`src/logic/tcp_tx_pkg.sv`:
```
package tcp_tx_pkg;

  typedef logic [31:0] seq_t;   // tcp sequence / ack number
  typedef logic [15:0] len_t;   // payload length in bytes
  typedef logic [31:0] cks_t;   // unfolded sum of 16-bit big-endian words
  typedef logic [7:0]  byte_t;  // stream byte
  typedef logic [7:0]  tries_t; // retransmission count
  typedef logic [31:0] tick_t;  // retransmit timer

  ////////////////////
  // packet record layout, lsb first
  ////////////////////
  localparam int PKT_PRESENT_W = 1;
  localparam int PKT_START_W   = $bits(seq_t);
  localparam int PKT_STOP_W    = $bits(seq_t);
  localparam int PKT_LEN_W     = $bits(len_t);
  localparam int PKT_CKS_W     = $bits(cks_t);
  localparam int PKT_TRIES_W   = $bits(tries_t);
  localparam int PKT_TIMER_W   = $bits(tick_t);

  localparam int PKT_PRESENT_LSB = 0;                              // record holds a live segment
  localparam int PKT_START_LSB   = PKT_PRESENT_LSB + PKT_PRESENT_W; // first seq of segment
  localparam int PKT_STOP_LSB    = PKT_START_LSB + PKT_START_W;     // expected ack
  localparam int PKT_LEN_LSB     = PKT_STOP_LSB + PKT_STOP_W;
  localparam int PKT_CKS_LSB     = PKT_LEN_LSB + PKT_LEN_W;
  localparam int PKT_TRIES_LSB   = PKT_CKS_LSB + PKT_CKS_W;
  localparam int PKT_TIMER_LSB   = PKT_TRIES_LSB + PKT_TRIES_W;

  localparam int PKT_INFO_W = PKT_TIMER_LSB + PKT_TIMER_W; // 153 bits total

  typedef logic [PKT_INFO_W-1:0] pkt_info_t;

endpackage

```
`src/logic/tcp_tx_retrans_ctl.sv`:
```
`timescale 1ns/1ps

module tcp_tx_retrans_ctl #(
  parameter int RETX_TICKS = 1000,
  parameter int RETX_TRIES = 5,
  parameter int BUF_AW     = 10,
  parameter int PKT_AW     = 3
) (
  input  logic                  clk,
  input  logic                  reset,
  input  logic                  init,
  input  tcp_tx_pkg::seq_t      rem_ack,
  input  logic                  flush,
  input  logic                  busy,
  output logic [PKT_AW-1:0]     rec_addr,
  output logic                  rec_wr,
  output tcp_tx_pkg::pkt_info_t rec_dat,
  input  tcp_tx_pkg::pkt_info_t rec_q,
  output logic [PKT_AW:0]       pop_cnt,
  output tcp_tx_pkg::seq_t      ack_seq,
  output logic [BUF_AW-1:0]     buf_addr,
  output tcp_tx_pkg::seq_t      pld_seq,
  output tcp_tx_pkg::len_t      pld_len,
  output tcp_tx_pkg::cks_t      pld_cks,
  output logic                  send,
  input  logic                  req,
  input  logic                  sent,
  output logic                  strm_val,
  output logic                  strm_sof,
  output logic                  strm_eof,
  output logic                  force_dcn,
  output logic                  flushed
);
  import tcp_tx_pkg::*;

  typedef enum logic [2:0] {
    idle_s, scan_s, choice_s, check_s, next_s, wait_s, retx_s, flush_s
  } state_t;

  state_t    state;
  pkt_info_t cur;                // record under inspection
  seq_t      ack_diff;           // stop - rem_ack, sign bit set means acked past it
  seq_t      adv;                // how far stop is ahead of ack_seq
  seq_t      cur_start, cur_stop;
  tick_t     cur_timer;
  tries_t    cur_tries;
  logic      free, retx, done, last;
  logic      init_clr;           // sweep started by init, no flushed pulse
  len_t      byte_cnt;

  assign cur_start = cur[PKT_START_LSB +: PKT_START_W];
  assign cur_stop  = cur[PKT_STOP_LSB +: PKT_STOP_W];
  assign cur_timer = cur[PKT_TIMER_LSB +: PKT_TIMER_W];
  assign cur_tries = cur[PKT_TRIES_LSB +: PKT_TRIES_W];
  assign adv       = cur_stop - ack_seq;
  assign last      = (byte_cnt == pld_len - 1'b1);

  always_ff @(posedge clk) begin
    if (reset) begin
      state     <= idle_s;
      rec_addr  <= '0;
      rec_wr    <= 1'b0;
      pop_cnt   <= '0;
      ack_seq   <= '0;
      send      <= 1'b0;
      strm_val  <= 1'b0;
      strm_sof  <= 1'b0;
      strm_eof  <= 1'b0;
      force_dcn <= 1'b0;
      flushed   <= 1'b0;
      init_clr  <= 1'b0;
      done      <= 1'b0;
    end else begin
      send     <= 1'b0; // pulses
      flushed  <= 1'b0;
      strm_val <= 1'b0;
      strm_sof <= 1'b0;
      strm_eof <= 1'b0;
      case (state)
        idle_s: if (init) begin
          ack_seq   <= rem_ack; // buffer free pointer starts at the remote ack
          pop_cnt   <= '0;
          force_dcn <= 1'b0;
          init_clr  <= 1'b1;    // wipe stale records first
          rec_addr  <= '0;
          rec_wr    <= 1'b1;
          rec_dat   <= '0;
          state     <= flush_s;
        end
        scan_s: begin
          if (flush) begin
            init_clr <= 1'b0;
            rec_addr <= '0;
            rec_wr   <= 1'b1;
            rec_dat  <= '0;
            state    <= flush_s;
          end else if (rec_q[PKT_PRESENT_LSB]) begin
            cur      <= rec_q;
            ack_diff <= rec_q[PKT_STOP_LSB +: PKT_STOP_W] - rem_ack;
            state    <= choice_s;
          end else begin
            rec_addr <= rec_addr + 1'b1; // empty slot
            state    <= wait_s;
          end
        end
        choice_s: begin
          free  <= ack_diff[31] || ack_diff == '0;
          retx  <= !ack_diff[31] && ack_diff != '0 && cur_timer == tick_t'(RETX_TICKS);
          state <= check_s;
        end
        check_s: if (!busy) begin // wait out a pending record load
          rec_wr  <= 1'b1;
          rec_dat <= cur;
          if (free) begin
            rec_dat[PKT_PRESENT_LSB]              <= 1'b0;
            rec_dat[PKT_TIMER_LSB +: PKT_TIMER_W] <= '0;
            rec_dat[PKT_TRIES_LSB +: PKT_TRIES_W] <= '0;
            state <= next_s;
          end else if (retx) begin
            rec_dat[PKT_TIMER_LSB +: PKT_TIMER_W] <= '0;
            rec_dat[PKT_TRIES_LSB +: PKT_TRIES_W] <= cur_tries + 1'b1;
            if (cur_tries == tries_t'(RETX_TRIES)) force_dcn <= 1'b1; // give up
            send     <= 1'b1;
            pld_seq  <= cur_start;
            pld_len  <= cur[PKT_LEN_LSB +: PKT_LEN_W];
            pld_cks  <= cur[PKT_CKS_LSB +: PKT_CKS_W];
            buf_addr <= cur_start[BUF_AW-1:0];
            byte_cnt <= '0;
            done     <= 1'b0;
            state    <= retx_s;
          end else begin
            rec_dat[PKT_TIMER_LSB +: PKT_TIMER_W] <= cur_timer + 1'b1; // keep, age it
            state <= next_s;
          end
        end
        next_s: begin
          rec_wr <= 1'b0;
          if (free) begin
            pop_cnt <= pop_cnt + 1'b1;
            if (!adv[31]) ack_seq <= cur_stop; // never move the free pointer back
          end
          rec_addr <= rec_addr + 1'b1;
          state    <= wait_s;
        end
        wait_s: state <= scan_s; // record ram read latency
        retx_s: begin
          rec_wr <= 1'b0;
          if (flush) begin
            init_clr <= 1'b0; // abort the readout
            rec_addr <= '0;
            rec_wr   <= 1'b1;
            rec_dat  <= '0;
            state    <= flush_s;
          end else begin
            if (req && !done) begin // one byte per req cycle, shows up next cycle
              strm_val <= 1'b1;
              strm_sof <= (byte_cnt == '0);
              strm_eof <= last;
              done     <= last;
              byte_cnt <= byte_cnt + 1'b1;
              buf_addr <= buf_addr + 1'b1;
            end
            if (sent) begin
              rec_addr <= rec_addr + 1'b1;
              state    <= wait_s;
            end
          end
        end
        flush_s: begin // one cleared record per cycle
          if (rec_addr == '1) begin
            rec_wr  <= 1'b0;
            flushed <= !init_clr;
            state   <= init_clr ? wait_s : idle_s;
          end else begin
            rec_addr <= rec_addr + 1'b1;
          end
        end
        default: state <= idle_s;
      endcase
    end
  end

endmodule

```
`config.mk`:
```
export PLATFORM = sky130hd
export DESIGN_NAME = tcp_tx_retrans_ctl
export DESIGN_NICKNAME = d
export VERILOG_FILES = /design/src/logic/tcp_tx_pkg.sv /design/src/logic/tcp_tx_retrans_ctl.sv
export SDC_FILE = /design/constraint.sdc
export NUM_CORES = 1
export LEC_CHECK = 0
export ABC_AREA = 0
export BUFFER_PORTS_ARGS = -buffer_cell sky130_fd_sc_hd__buf_2
export CAP_MARGIN = 20
export CELL_PAD_IN_SITES_DETAIL_PLACEMENT = 1
export CELL_PAD_IN_SITES_GLOBAL_PLACEMENT = 2
export CORE_UTILIZATION = 36
export CTS_CLUSTER_SIZE = 20
export DETAILED_ROUTE_END_ITERATION = 8
export GPL_TIMING_DRIVEN = 0
export PLACE_DENSITY_LB_ADDON = 0.1
export SLEW_MARGIN = 20
export SYNTH_ARGS = -nofsm -noshare
export SYNTH_HDL_FRONTEND = slang
export SYNTH_SLANG_ARGS = --single-unit
```
`constraint.sdc`:
```
create_clock -name clk -period 22.7 [get_ports clk]
set_input_delay 2.27 -clock clk [delete_from_list [all_inputs] [get_ports clk]]
set_output_delay 2.27 -clock clk [all_outputs]
set_load 0.005 [all_outputs]
```
Word level (Yosys, flattened, before mapping)
Index checks and enable logic that the tools add are counted.
{"block": "word_totals", "regBits": 496, "inputBits": 192, "out_inout_bits": 289, "elab_cells": 170}
{"block": "classes", "add_sub_neg": 9, "eq_ne": 26, "n_mux": 67, "bitwise": 9, "reduce_logical": 36}
{"operator": "$mux 153", "n": 3}
{"operator": "$pmux 153 s3", "n": 1}
{"operator": "$mux 32", "n": 4}
{"operator": "$mux 16", "n": 5}
{"operator": "$pmux 32 s2", "n": 1}
{"operator": "$sub 32x32->32", "n": 2}
{"operator": "$mux 10", "n": 5}
{"operator": "$mux 3", "n": 14}
{"operator": "$mux 40", "n": 1}
{"operator": "$add 32x1->32 const B", "n": 1}
{"operator": "$eq 32x10->1 const B", "n": 1}
{"operator": "$logic_not 32->1", "n": 1}
{"operator": "$pmux 16 s2", "n": 1}
{"operator": "$reduce_bool 32->1", "n": 1}
{"operator": "$ne 2x2->1 const B", "n": 12}
{"operator": "$pmux 3 s8", "n": 1}
{"operator": "$pmux 10 s2", "n": 1}
{"operator": "$reduce_and 5->1", "n": 4}
{"operator": "$mux 1", "n": 19}
{"operator": "$add 16x1->16 const B", "n": 1}
{"operator": "$eq 16x16->1", "n": 1}
{"operator": "$logic_not 16->1", "n": 1}
{"operator": "$sub 16x1->16 const B", "n": 1}
{"operator": "$eq 3x3->1 const B", "n": 5}
{"operator": "33 further kinds", "n": 60}

Depth between registers and ports, before layout
Gate-level depths: netlist of the first run.
{"block": "depth", "depth_word": 6, "depth_mapped": 12, "mapped_depth_nobuf": 11}

Least setup slack after synthesis of the first run
Ideal clock, no wire load.
{"block": "synth_timing", "kind": "in2reg", "start": "input reset", "end": "register ack_diff[0] (enable)", "setup_ns": 1.178, "t_arrival_ns": 19.960, "t_required_ns": 21.522, "setup_slack_ns": 1.561, "stages": 3, "n_path_buf": 2, "cell_sequence": "buf_4 > clkbuf_1 > nor4_1"}
{"block": "synth_between", "elab_chain_cells": 2}
{"element": "start: declaration", "line_no": "tcp_tx_retrans_ctl.sv:10", "rtl": "input logic reset,"}
{"element": "$not 1->1 (no source line)"}
{"element": "$reduce_and 4->1 (no source line)"}
{"element": "end signal: assignment", "line_no": "tcp_tx_retrans_ctl.sv:99", "rtl": "ack_diff <= rec_q[PKT_STOP_LSB +: PKT_STOP_W] - rem_ack;"}
{"element": "end: declaration", "line_no": "tcp_tx_retrans_ctl.sv:42", "rtl": "seq_t ack_diff;"}
Every way passes these cells.
A chain may end at the register's enable or synchronous reset.

Worst setup path after layout of the first run
{"block": "layout_timing", "start": "input reset", "end": "register cur[41] (enable)"}
{"block": "layout_between", "elab_chain_cells": 2}
{"element": "$not 1->1 (no source line)"}
{"element": "$reduce_and 4->1 (no source line)"}
{"element": "end signal: assignment", "line_no": "tcp_tx_retrans_ctl.sv:98", "rtl": "cur <= rec_q;"}
{"element": "end: declaration", "line_no": "tcp_tx_retrans_ctl.sv:41", "rtl": "pkt_info_t cur;"}
Every way passes these cells.

==> results.env, run 1 <==
OUTCOME='complete, no violations'
FMAX_GHz=0.194
DRTANTENNAVIOLNETS=0
DRT-VIAS-PER-INSTANCE=5.02
SYNTH_TOP_FAMILY_BY_AREA='simple AND/OR/NAND/NOR gates'
P_SW_uW=807
GRT_USAGE_PCT=22.2
DESIGN.DIE.AREA_UM2=60600
CLOCK_TREE.BUFFER_DEPTH=3
TIGHTESTPINTRANSITION_PS=1010
CTS.CLK_SLEW.WORST_PATHS_PS=60
PLACE.GP.CONGESTION=0.843
CTS-HOLD-FIX-BUFFERS=0
FINAL_HOLD_VIOL_COUNT=0
CLOCKPOWERSHARE_PCT=33.6
DETAILROUTE.VIA_COUNT=15500
CTS_TREE='built'
COMB_POWER_SHARE_PCT=22.4
IO_PINS=481
POWER_FRAC_SEQ_PCT=44.0
DRIVE_ABOVE_1_SHARE_PCT=28.9
SYNTH_FP_NETS=1942
RR_WORST_DEPTH=11
CORE_REGION_AREA_UM2=58900
INTERNAL-POWER_mW=1.86
FIN_CRIT_PS=5170
ROUTED_WIRELENGTH_MM=68.6
HP-CLASS='reg2reg'
POWER_mW=2.67
POSTSYNTHCELLCOUNT=1677
MUXSHAREOFSYNTHAREA_PCT=1.97
GRT_PASS1_WL_MM=100
AREAGROWTHSYNTHTOFINISH_PCT=26.7
SYNTH_WARNINGS=0
LAYOUT_SKEW_PS=16.9
SHARE_OF_FLIP_FLOPS_WITH_AN_ASYNCHRONOUS_SET_OR_RESET_PCT=0
DIE-HEIGHT_UM=246
TIMING.FINAL.WS_SETUP_PS=17530
INSERTION_DELAY_PS=620
MAX-SLEW-MARGIN-REL_PCT=32.8
DP.FINAL_HPWL_MM=53.6
REMAINING_DRC_ERRORS=0
CRITICAL_PATH.STARTPOINT_TYPE='input pin'
FIN_AREA_UM2=27200
DRV_SLEW=0
GRT_SETUP_UNREPAIRED='false'
INITIAL_CORE_UTILIZATION_PCT=36.4
CP-END-KIND='flip-flop'
FINAL_NET_COUNT=2530
YOSYS.CELL_TYPES.COUNT=61
SETUP.WORST_PATH.CLASS='in2reg'
FINAL.SETUP.TNS_PS=0
POWER.IR.VDD_WORST_mV=0.0621
GRT_START_MAX_NET_PINS=27
CTS.SINKS=496
ADDER_CELL_FRACTION_OF_SYNTH_AREA_PCT=4.29
POSTCTSSETUPREPAIRBUFS=0
CRITICAL_PATH_ARRIVAL_PS=5470
PLACEMENT_CELL_AREA_UM2=25400
DETAILEDROUTE.FIRSTPASSITERATIONCOUNT=4
SYNTH_ENABLE_FLOP_CELLS=445
CTS-BUFFERS-INSERTED=54
SYNTH_SIMPLE_GATE_AREA_SHARE_PCT=13.3
POST_SYNTH_XOR_AREA_FRACTION_PCT=4.08
CRIT_FANOUT=10
POWERDENSITY_nW_PER_UM2=98.2
FINAL_SETUP_VIOLS=0
DRV.MAX_CAP_VIOLATION_COUNT=0
PORT_BUFFERS=480
ANTENNA_FOUND_INITIAL=11
SYNTH_AREA_PER_CELL_UM2=12.8
ROOT_BUFFER_CELL='clkbuf_16'
GR-TOTAL-OVERFLOW=0
POWER_LEAKAGE_nW=11.0
YS_SEQ_AREA_SHARE_PCT=67.0
SYNTHESIS.AREA_UM2=21500
SYNTH_SEQ_CELLS=496
SW_FRAC_OF_TOTAL_PCT=30.2
HORIZ_DIE_DIM_UM=246
CRITICAL_PATH_REQUIRED_PS=23010
SYNTHFLOPTYPE='edfxtp_1'
SYNTH_COMPOUND_AREA_SHARE_PCT=6.42
CTS_RESIZED=0
WIRE_PER_INST_UM=22.2
HTREE_NUM_LEVELS=2
PLACEMENT.SETUP.WORST_SLACK_PS=16900
FLOORPLAN.ROWS=89
HOLD-PATH-CELL-COUNT=0
GRT_PASS1_VIAS=16300
FINAL.PERIOD_UTILIZATION_PCT=22.8
DRT-INITIAL-DRC-COUNT=622
[per-stage QoR]
stage               hold WS [ps]  util, %  std cells
finish                       443     46.1       3092
global route                 450     46.1       3092
CTS                          442     46.1       3084
detailed placement           428     43.1       2982
global placement             419     42.2       2930
floorplan                    418        -       1677
[power groups by stage]
stage                     registers [mW]  clock network [mW]  logic [mW]
final                               1.18               0.896       0.598
after global placement              1.25                   0       0.557
after detailed placement            1.20                   0       0.607
after global routing                1.19               0.950       0.656
after CTS                           1.18               0.919       0.611
after floorplan                     1.23                   0       0.278
[state kept, by name, indices dropped and copies added, names as in the netlist, 10 cells and up]
| name | cells |
|---|---|
| rec_dat | 153 |
| byte_cnt | 16 |
| cur | 152 |
| buf_addr | 10 |
| pld_len | 16 |
| pld_seq | 32 |
| pld_cks | 32 |
| ack_seq | 32 |
| ack_diff | 32 |
[cell usage in the layout (no fill, tap or decap), types with 23 or more instances in the layout]
cell type,count
nor2_1,133
and3_1,125
mux2_2,34
a21oi_1,102
nand2_1,148
nand3_1,36
o21ai_0,59
clkbuf_16,54
dfxtp_1,51
ha_1,72
clkbuf_1,75
xnor2_1,53
buf_2,503
nand4_1,23
xor2_1,47
edfxtp_1,445
inv_1,92
[final timing paths]
check             slack, ps    endpoint  startpoint
hold reg to reg         440  pld_cks[2]     cur[83]
setup reg to reg      18710     cur[41]    state[1]
setup / recovery      17530     cur[41]       reset
hold / removal          440  pld_cks[2]     cur[83]
[cells by family after synthesis]
| family | Yosys count |
|---|---|
| simple gates | 572 |
| fa+ha+maj | 73 |
| xor+xnor | 100 |
| compound gates | 236 |
| flops | 496 |
| buf+inv | 162 |
| mux | 38 |
[Yosys cell counts (47+ instances only)]
library cell  instances  share of area, %
a21oi_1             102               2.4
edfxtp_1            445                62
xnor2_1              53               2.2
o21ai_0              59               1.4
nand2_1             148               2.6
dfxtp_1              51               4.8
and3_1              125               3.6
ha_1                 72               4.2
clkbuf_1             66               1.2
inv_1                92               1.6
xor2_1               47               1.9
nor2_1              135               2.4
[critical path, stage by stage]
cell and delay [ps]:
buf_2 170, buf_4 200, clkbuf_1 380, nor4_2 810, buf_2 350, buf_4 200, buf_4 180, buf_2 190
buf_2 250, buf_4 210, buf_2 220
[routing by layer]
metal  vias up  global-route usage [%]  routed length, um
li1       7311                       -                  -
met1      7774                    27.7              29000
met2       322                    38.4              34600
met3       108                    3.66               2760
met4         4                    7.98               2170
met5         -                       0                 27
[area by class of cell]
cell class,count,area [um^2]
fill,6325,31700
sequential,496,14400
multi-input combinational,1019,6480
timing repair buffer,532,2910
clock buffer,67,1440
tap,773,967
clock inverter,35,363
inverter,92,345
buffer,70,275
antenna,8,20.0
Power figures use the tool's default switching activity.
==> run 2, diff against run 1 <==
clock period = 5.2 ns   (was 22.7 ns; I/O delays follow)
==> run 2 against run 1 <==
Sequential share of layout area decreased by 0.11 points. Final area increased by 0.21%. Critical endpoint is now ack_seq[12]. Non-clock buffer count decreased by 17. Register-to-register slack got worse by 17000 ps. Clock skew increased by 20 ps. Clock-buffer cell count increased by 4. Hold slack got worse by 380 ps. Critical path type is now reg2reg. Die area unchanged. Sequential power increased to 4.4 times the previous value. First-iteration DRC count increased by 20%. Cell count decreased by 0.49%.
==> results.env, run 2 (synthesis gave the netlist of run 1 again) <==
GRT_SETUP_UNREPAIRED='false'
REGMOSTFLOPS='rec_dat'
GRT_USAGE_PCT=21.7
FINAL_SETUP_VIOLS=0
DETAILROUTE.VIA_COUNT=15400
ANTENNA_FOUND_INITIAL=7
FINAL_HOLD_VIOL_COUNT=0
REMAINING_DRC_ERRORS=0
MOST_FREQUENT_CELLS_IN_THE_LAYOUT='buf_2, edfxtp_1, nand2_1, nor2_1, and3_1'
ROUTED_WIRELENGTH_MM=67.3
GRT_START_MAX_NET_PINS=26
CTS_RESIZED=0
MAX-SLEW-MARGIN-REL_PCT=32.3
POSTCTSSETUPREPAIRBUFS=0
DRV_SLEW=0
CTS-BUFFERS-INSERTED=56
DRV.MAX_CAP_VIOLATION_COUNT=0
LAYOUT.FILLER_CELLS=6290
HTREE_NUM_LEVELS=2
PLACE.GP.CONGESTION=0.856
POWERDENSITY_nW_PER_UM2=427
CORE_REGION_AREA_UM2=58900
POWER_mW=11.6
AREAGROWTHSYNTHTOFINISH_PCT=26.9
POST-PLACE-CELLS=2965
DETAILEDROUTE.FIRSTPASSITERATIONCOUNT=4
LARGEST_REGISTERS='rec_dat x153, cur x152'
FINAL.PERIOD_UTILIZATION_PCT=68.6
LAYOUT_SKEW_PS=37.1
CLOCK_TREE.BUFFER_DEPTH=3
DRT-VIAS-PER-INSTANCE=4.99
CTS.CLK_SLEW.WORST_PATHS_PS=70
CRITICAL_PATH_ARRIVAL_PS=4040
CTS.SINKS=496
WIRE_PER_INST_UM=21.9
LARGEST_REGISTER_FFS=153
INSERTION_DELAY_PS=620
FIN_CRIT_PS=3570
GRT_PASS1_WL_MM=98.1
HP-CLASS='in2reg'
DRTANTENNAVIOLNETS=0
CTS-HOLD-FIX-BUFFERS=0
PLACEMENT.SETUP.WORST_SLACK_PS=1470
FINAL.SETUP.TNS_PS=0
CRITICAL_PATH_REQUIRED_PS=5680
INITIAL_CORE_UTILIZATION_PCT=36.4
HORIZ_DIE_DIM_UM=246
TIMING.FINAL.WS_SETUP_PS=1630
TIGHTESTPINTRANSITION_PS=1020
ROOT_BUFFER_CELL='clkbuf_16'
DIE-HEIGHT_UM=246
POWER.IR.VDD_WORST_mV=0.277
CP-END-KIND='flip-flop'
CRIT_FANOUT=10
FLOORPLAN.ROWS=89
CRITICAL_PATH.STARTPOINT_TYPE='flip-flop'
POST_LAYOUT_NONFILLER_INSTANCES=3077
DESIGN.DIE.AREA_UM2=60600
IO_PINS=481
FMAX_GHz=0.280
LAYOUT.CELLS.MOST_COMMON='buf_2'
DRIVE_ABOVE_1_SHARE_PCT=28.4
CTS_TREE='built'
DP.FINAL_HPWL_MM=52.4
GRT_PASS1_VIAS=15900
GR-TOTAL-OVERFLOW=0
PORT_BUFFERS=480
POWER_LEAKAGE_nW=11.0
FINAL_NET_COUNT=2515
DRT-INITIAL-DRC-COUNT=749
SETUP.WORST_PATH.CLASS='reg2reg'
OUTCOME='complete, no violations'
-- run 2: changes by cell type in the layout (fill, tap and decap cells not counted), sizes merged --
cell and change:
clkinvlp -2, clkbuf +4, buf -17, inv -2, clkinv +1, diode +1
-- run 2: critical path: stages (launching register included) --
cell,delay [ps]
dfxtp_1,370
inv_1,70
ha_1,310
a21oi_1,140
o21ai_0,120
a21oi_1,290
o21ai_0,250
a21oi_1,300
xnor2_1,100
o21ai_1,410
clkbuf_1,680
mux2_2,410
-- run 2: layout make-up --
type                    instances  area, um^2  area share, %
diodes                          9        22.5         0.0827
multi-input cells            1019        6500           23.9
clock buffers                  71        1490           5.46
plain buffers                  70         297           1.09
inverters                      92         345           1.27
repair buffers                515        2900           10.7
flip-flops and latches        496       14400           52.8
clock inverters                32         335           1.23
well taps                     773         967           3.55
-- run 2: metal layers --
metal	up-vias	GRT usage [%]	wire, um
li1	7277	-	-
met1	7619	26.9	27900
met2	359	38.2	34200
met3	98	3.44	3050
met4	2	7.45	2090
met5	-	0	11
-- run 2: path summary, 6_finish.rpt --
kind              startpoint          end  slack, ps  cells after the start
setup / recovery  ack_seq[2]  ack_seq[12]       1630                     11
hold / removal    rec_q[136]     cur[136]         60                      1
hold reg to reg     cur[110]  pld_cks[29]        440                      0
setup reg to reg  ack_seq[2]  ack_seq[12]       1630                     11
-- run 2: power breakdown --
| part | leakage (nW) | internal [mW] | switching (mW) |
|---|---|---|---|
| Combinational | 5.60 | 0.935 | 1.65 |
| Sequential | 4.51 | 4.95 | 0.184 |
| Clock | 0.893 | 2.28 | 1.65 |
| Total | 11.0 | 8.17 | 3.47 |
-- run 2: per-stage QoR --
stage	hold WS [ps]	utilization, %	area [um^2]
finish	63.7	46.2	27200
global route	33.8	46.2	27200
CTS	27.2	46.2	27200
detailed placement	426	43.1	25400
global placement	420	42.2	24900
floorplan	418	-	21500
==> run 3, diff against run 2 <==
clock period = 3.7 ns   (was 5.2 ns; I/O delays follow)
==> run 3 against run 2 <==
Global-route usage rose by 1.1 points. Die area did not move. Sequential cell count did not move. Clock-buffer cell count rose by 2. Sequential power rose by 41%. First-iteration DRC count fell by 2.5%. Clock skew fell by 12 ps. Sequential share of layout area fell by 2.8 points. Hold slack got worse by 16 ps. Largest power group unchanged. Highest routed layer is now met4.
==> results.env, run 3 (synthesis gave the netlist of run 1 again) <==
OUTCOME='complete, no violations'
FINAL_SETUP_VIOLS=0
CTS-BUFFERS-INSERTED=56
FLOORPLAN.ROWS=89
FIN_CRIT_PS=3440
HP-CLASS='in2reg'
DESIGN.DIE.AREA_UM2=60600
MOST_FREQUENT_CELLS_IN_THE_LAYOUT='buf_2, edfxtp_1, dlygate4sd3_1, nand2_1, nor2_1'
CRITICAL_PATH_REQUIRED_PS=4210
CORE_REGION_AREA_UM2=58900
FMAX_GHz=0.291
CTS.CLK_SLEW.WORST_PATHS_PS=60
CTS.SINKS=496
WORSTSETUPSTARTPOINT='cur[35]'
TIMING.HOLD.WORST_ENDPOINT='send'
GRT_PASS1_WL_MM=103
CRIT_FANOUT=10
R2R_STARTPOINT='cur[35]'
DRT-VIAS-PER-INSTANCE=4.98
POWER_LEAKAGE_nW=11.6
ANTENNA_FOUND_INITIAL=1
FINAL_NET_COUNT=2666
LAYOUT.CELLS.MOST_COMMON='buf_2'
DETAILEDROUTE.FIRSTPASSITERATIONCOUNT=5
IO_PINS=481
PORT_BUFFERS=480
HORIZ_DIE_DIM_UM=246
KIND_OF_CELL_WITH_THE_HIGHEST_COMBINED_DELAY_ON_THE_CRITICAL_PATH='compound AO/OA/AOI/OAI gates'
INSERTION_DELAY_PS=640
ROOT_BUFFER_CELL='clkbuf_16'
GRT_SETUP_UNREPAIRED='false'
WORST_PATH_LARGEST_CELL_DELAY_PS=690
DRTANTENNAVIOLNETS=0
TIGHTESTPINTRANSITION_PS=1160
FINAL_HOLD_VIOL_COUNT=0
POWER.IR.VDD_WORST_mV=0.443
DRV.MAX_CAP_VIOLATION_COUNT=0
ROUTED_WIRELENGTH_MM=70.1
COMB_POWER_SHARE_PCT=23.1
DIE-HEIGHT_UM=246
POWER_FRAC_SEQ_PCT=43.8
HTREE_NUM_LEVELS=2
CTS_RESIZED=0
CLOCK_TREE.BUFFER_DEPTH=3
DRIVE_ABOVE_1_SHARE_PCT=26.8
SETUP.WORST_PATH.CLASS='reg2reg'
P_SW_mW=4.98
WORSTPATHBUFFERINVERTERCOUNT=1
GRT_PASS1_VIAS=16600
POWER_mW=16.5
REMAINING_DRC_ERRORS=0
LARGEST_REGISTER_FFS=153
DETAILROUTE.VIA_COUNT=16000
PLACE.GP.CONGESTION=0.836
DRV_SLEW=0
WORSTHOLDSTART='busy'
POST-PLACE-CELLS=2964
INTERNAL-POWER_mW=11.5
ENDPOINT_OF_THE_LOWEST_SLACK_REGISTER_TO_REGISTER_PATH='ack_seq[28]'
SETUP.REG_TO_REG.WORST_SLACK_PS=260
REGMOSTFLOPS='rec_dat'
CTS_TREE='built'
CRITICAL_PATH_ARRIVAL_PS=3950
LAYOUT.FILLER_CELLS=6300
MAX-SLEW-MARGIN-REL_PCT=22.2
DP.FINAL_HPWL_MM=53.0
CRITICAL_PATH.STARTPOINT_TYPE='flip-flop'
INITIAL_CORE_UTILIZATION_PCT=36.4
GRT_START_MAX_NET_PINS=27
POST_LAYOUT_NONFILLER_INSTANCES=3221
GR-TOTAL-OVERFLOW=0
CLOCKPOWERSHARE_PCT=33.1
PATH_CELLS='ha_1, nand2_1, o21ai_0, a21oi_1, o21ai_0, a21oi_1, xnor2_1, o21ai_1, clkbuf_1, mux2_2'
SW_FRAC_OF_TOTAL_PCT=30.1
GRT_USAGE_PCT=22.8
HOLD-PATH-CELL-COUNT=2
LAYOUT_SKEW_PS=24.9
LARGEST_REGISTERS='rec_dat x153, cur x152'
POSTCTSSETUPREPAIRBUFS=0
FINAL.PERIOD_UTILIZATION_PCT=92.8
CRITICAL_PATH.SLOWEST_CELL='clkbuf_1'
POWERDENSITY_nW_PER_UM2=574
WIRE_PER_INST_UM=21.8
DRT-INITIAL-DRC-COUNT=730
RR_WORST_DEPTH=10
CP-END-KIND='flip-flop'
AREAGROWTHSYNTHTOFINISH_PCT=34.0
POST-ROUTE-UTIL_PCT=48.8
CTS-HOLD-FIX-BUFFERS=152
==> run 3: cell types whose count changed in the layout (fill, tap and decap cells not counted), moves of 3 or more <==
cell           change
clkbuf_2           +5
diode_2            -7
buf_16             +3
dlygate4sd3_1    +152
==> run 3: power by group through the flow <==
stage	clock [mW]	combinational, mW	sequential, mW
floorplan	0	1.76	7.42
global placement	0	3.42	7.44
detailed placement	0	3.72	7.35
CTS	5.57	3.89	7.24
global route	5.75	4.20	7.30
finish	5.47	3.82	7.23
==> run 3: cell type report <==
class	count	area (um^2)	share of cell area, %
clock buffer	73	1480	5.13
multi-input combinational	1019	6510	22.6
tap	773	967	3.36
antenna	2	5.00	0.0174
inverter	92	345	1.20
buffer	70	303	1.05
sequential	496	14400	50.0
clock inverter	30	328	1.14
timing repair buffer	666	4440	15.4
==> run 3: worst max path at each step <==
stage,endpoint,slack (ps),depth (start not counted)
after floorplan,ack_diff[0],-3430,5
after global placement,cur[133],-7560,4
after detailed placement,ack_seq[28],200,10
after CTS,ack_seq[28],180,10
after global routing,ack_seq[28],30,11
final,ack_seq[28],260,10
==> run 3: routing by layer <==
layer	global-route usage [%]	vias to the layer above	wire length, um
met1	29.2	7948	29400
met2	39.0	410	35000
met5	0	-	0
li1	-	7569	-
met4	8.88	0	2520
met3	3.09	119	3190
==> run 3: worst register-to-register path: cells and delay by family, from the launching register on <==
kind / cells / cell delay, ps
multiplexers: 1 / 420
adder cells (fa/ha/maj): 1 / 340
buffers and inverters: 1 / 690
AO/OA/AOI/OAI: 5 / 1180
flip-flops: 1 / 460
AND/OR/NAND/NOR: 1 / 60
XOR/XNOR: 1 / 160
==> run 3: through the flow <==
step / setup slack [ps] / TNS, ps / hold slack, ps / instance area, um^2
4_1_cts: 180 / 0 / 14.0 / 28800
5_1_grt: 26.8 / 0 / 36.9 / 28800
3_3_place_gp: -7560 / -1797400 / 420 / 24900
3_5_place_dp: 203 / 0 / 426 / 25400
2_1_floorplan: -3430 / -637960 / 418 / 21500
6_report: 265 / 0 / 48.1 / 28800
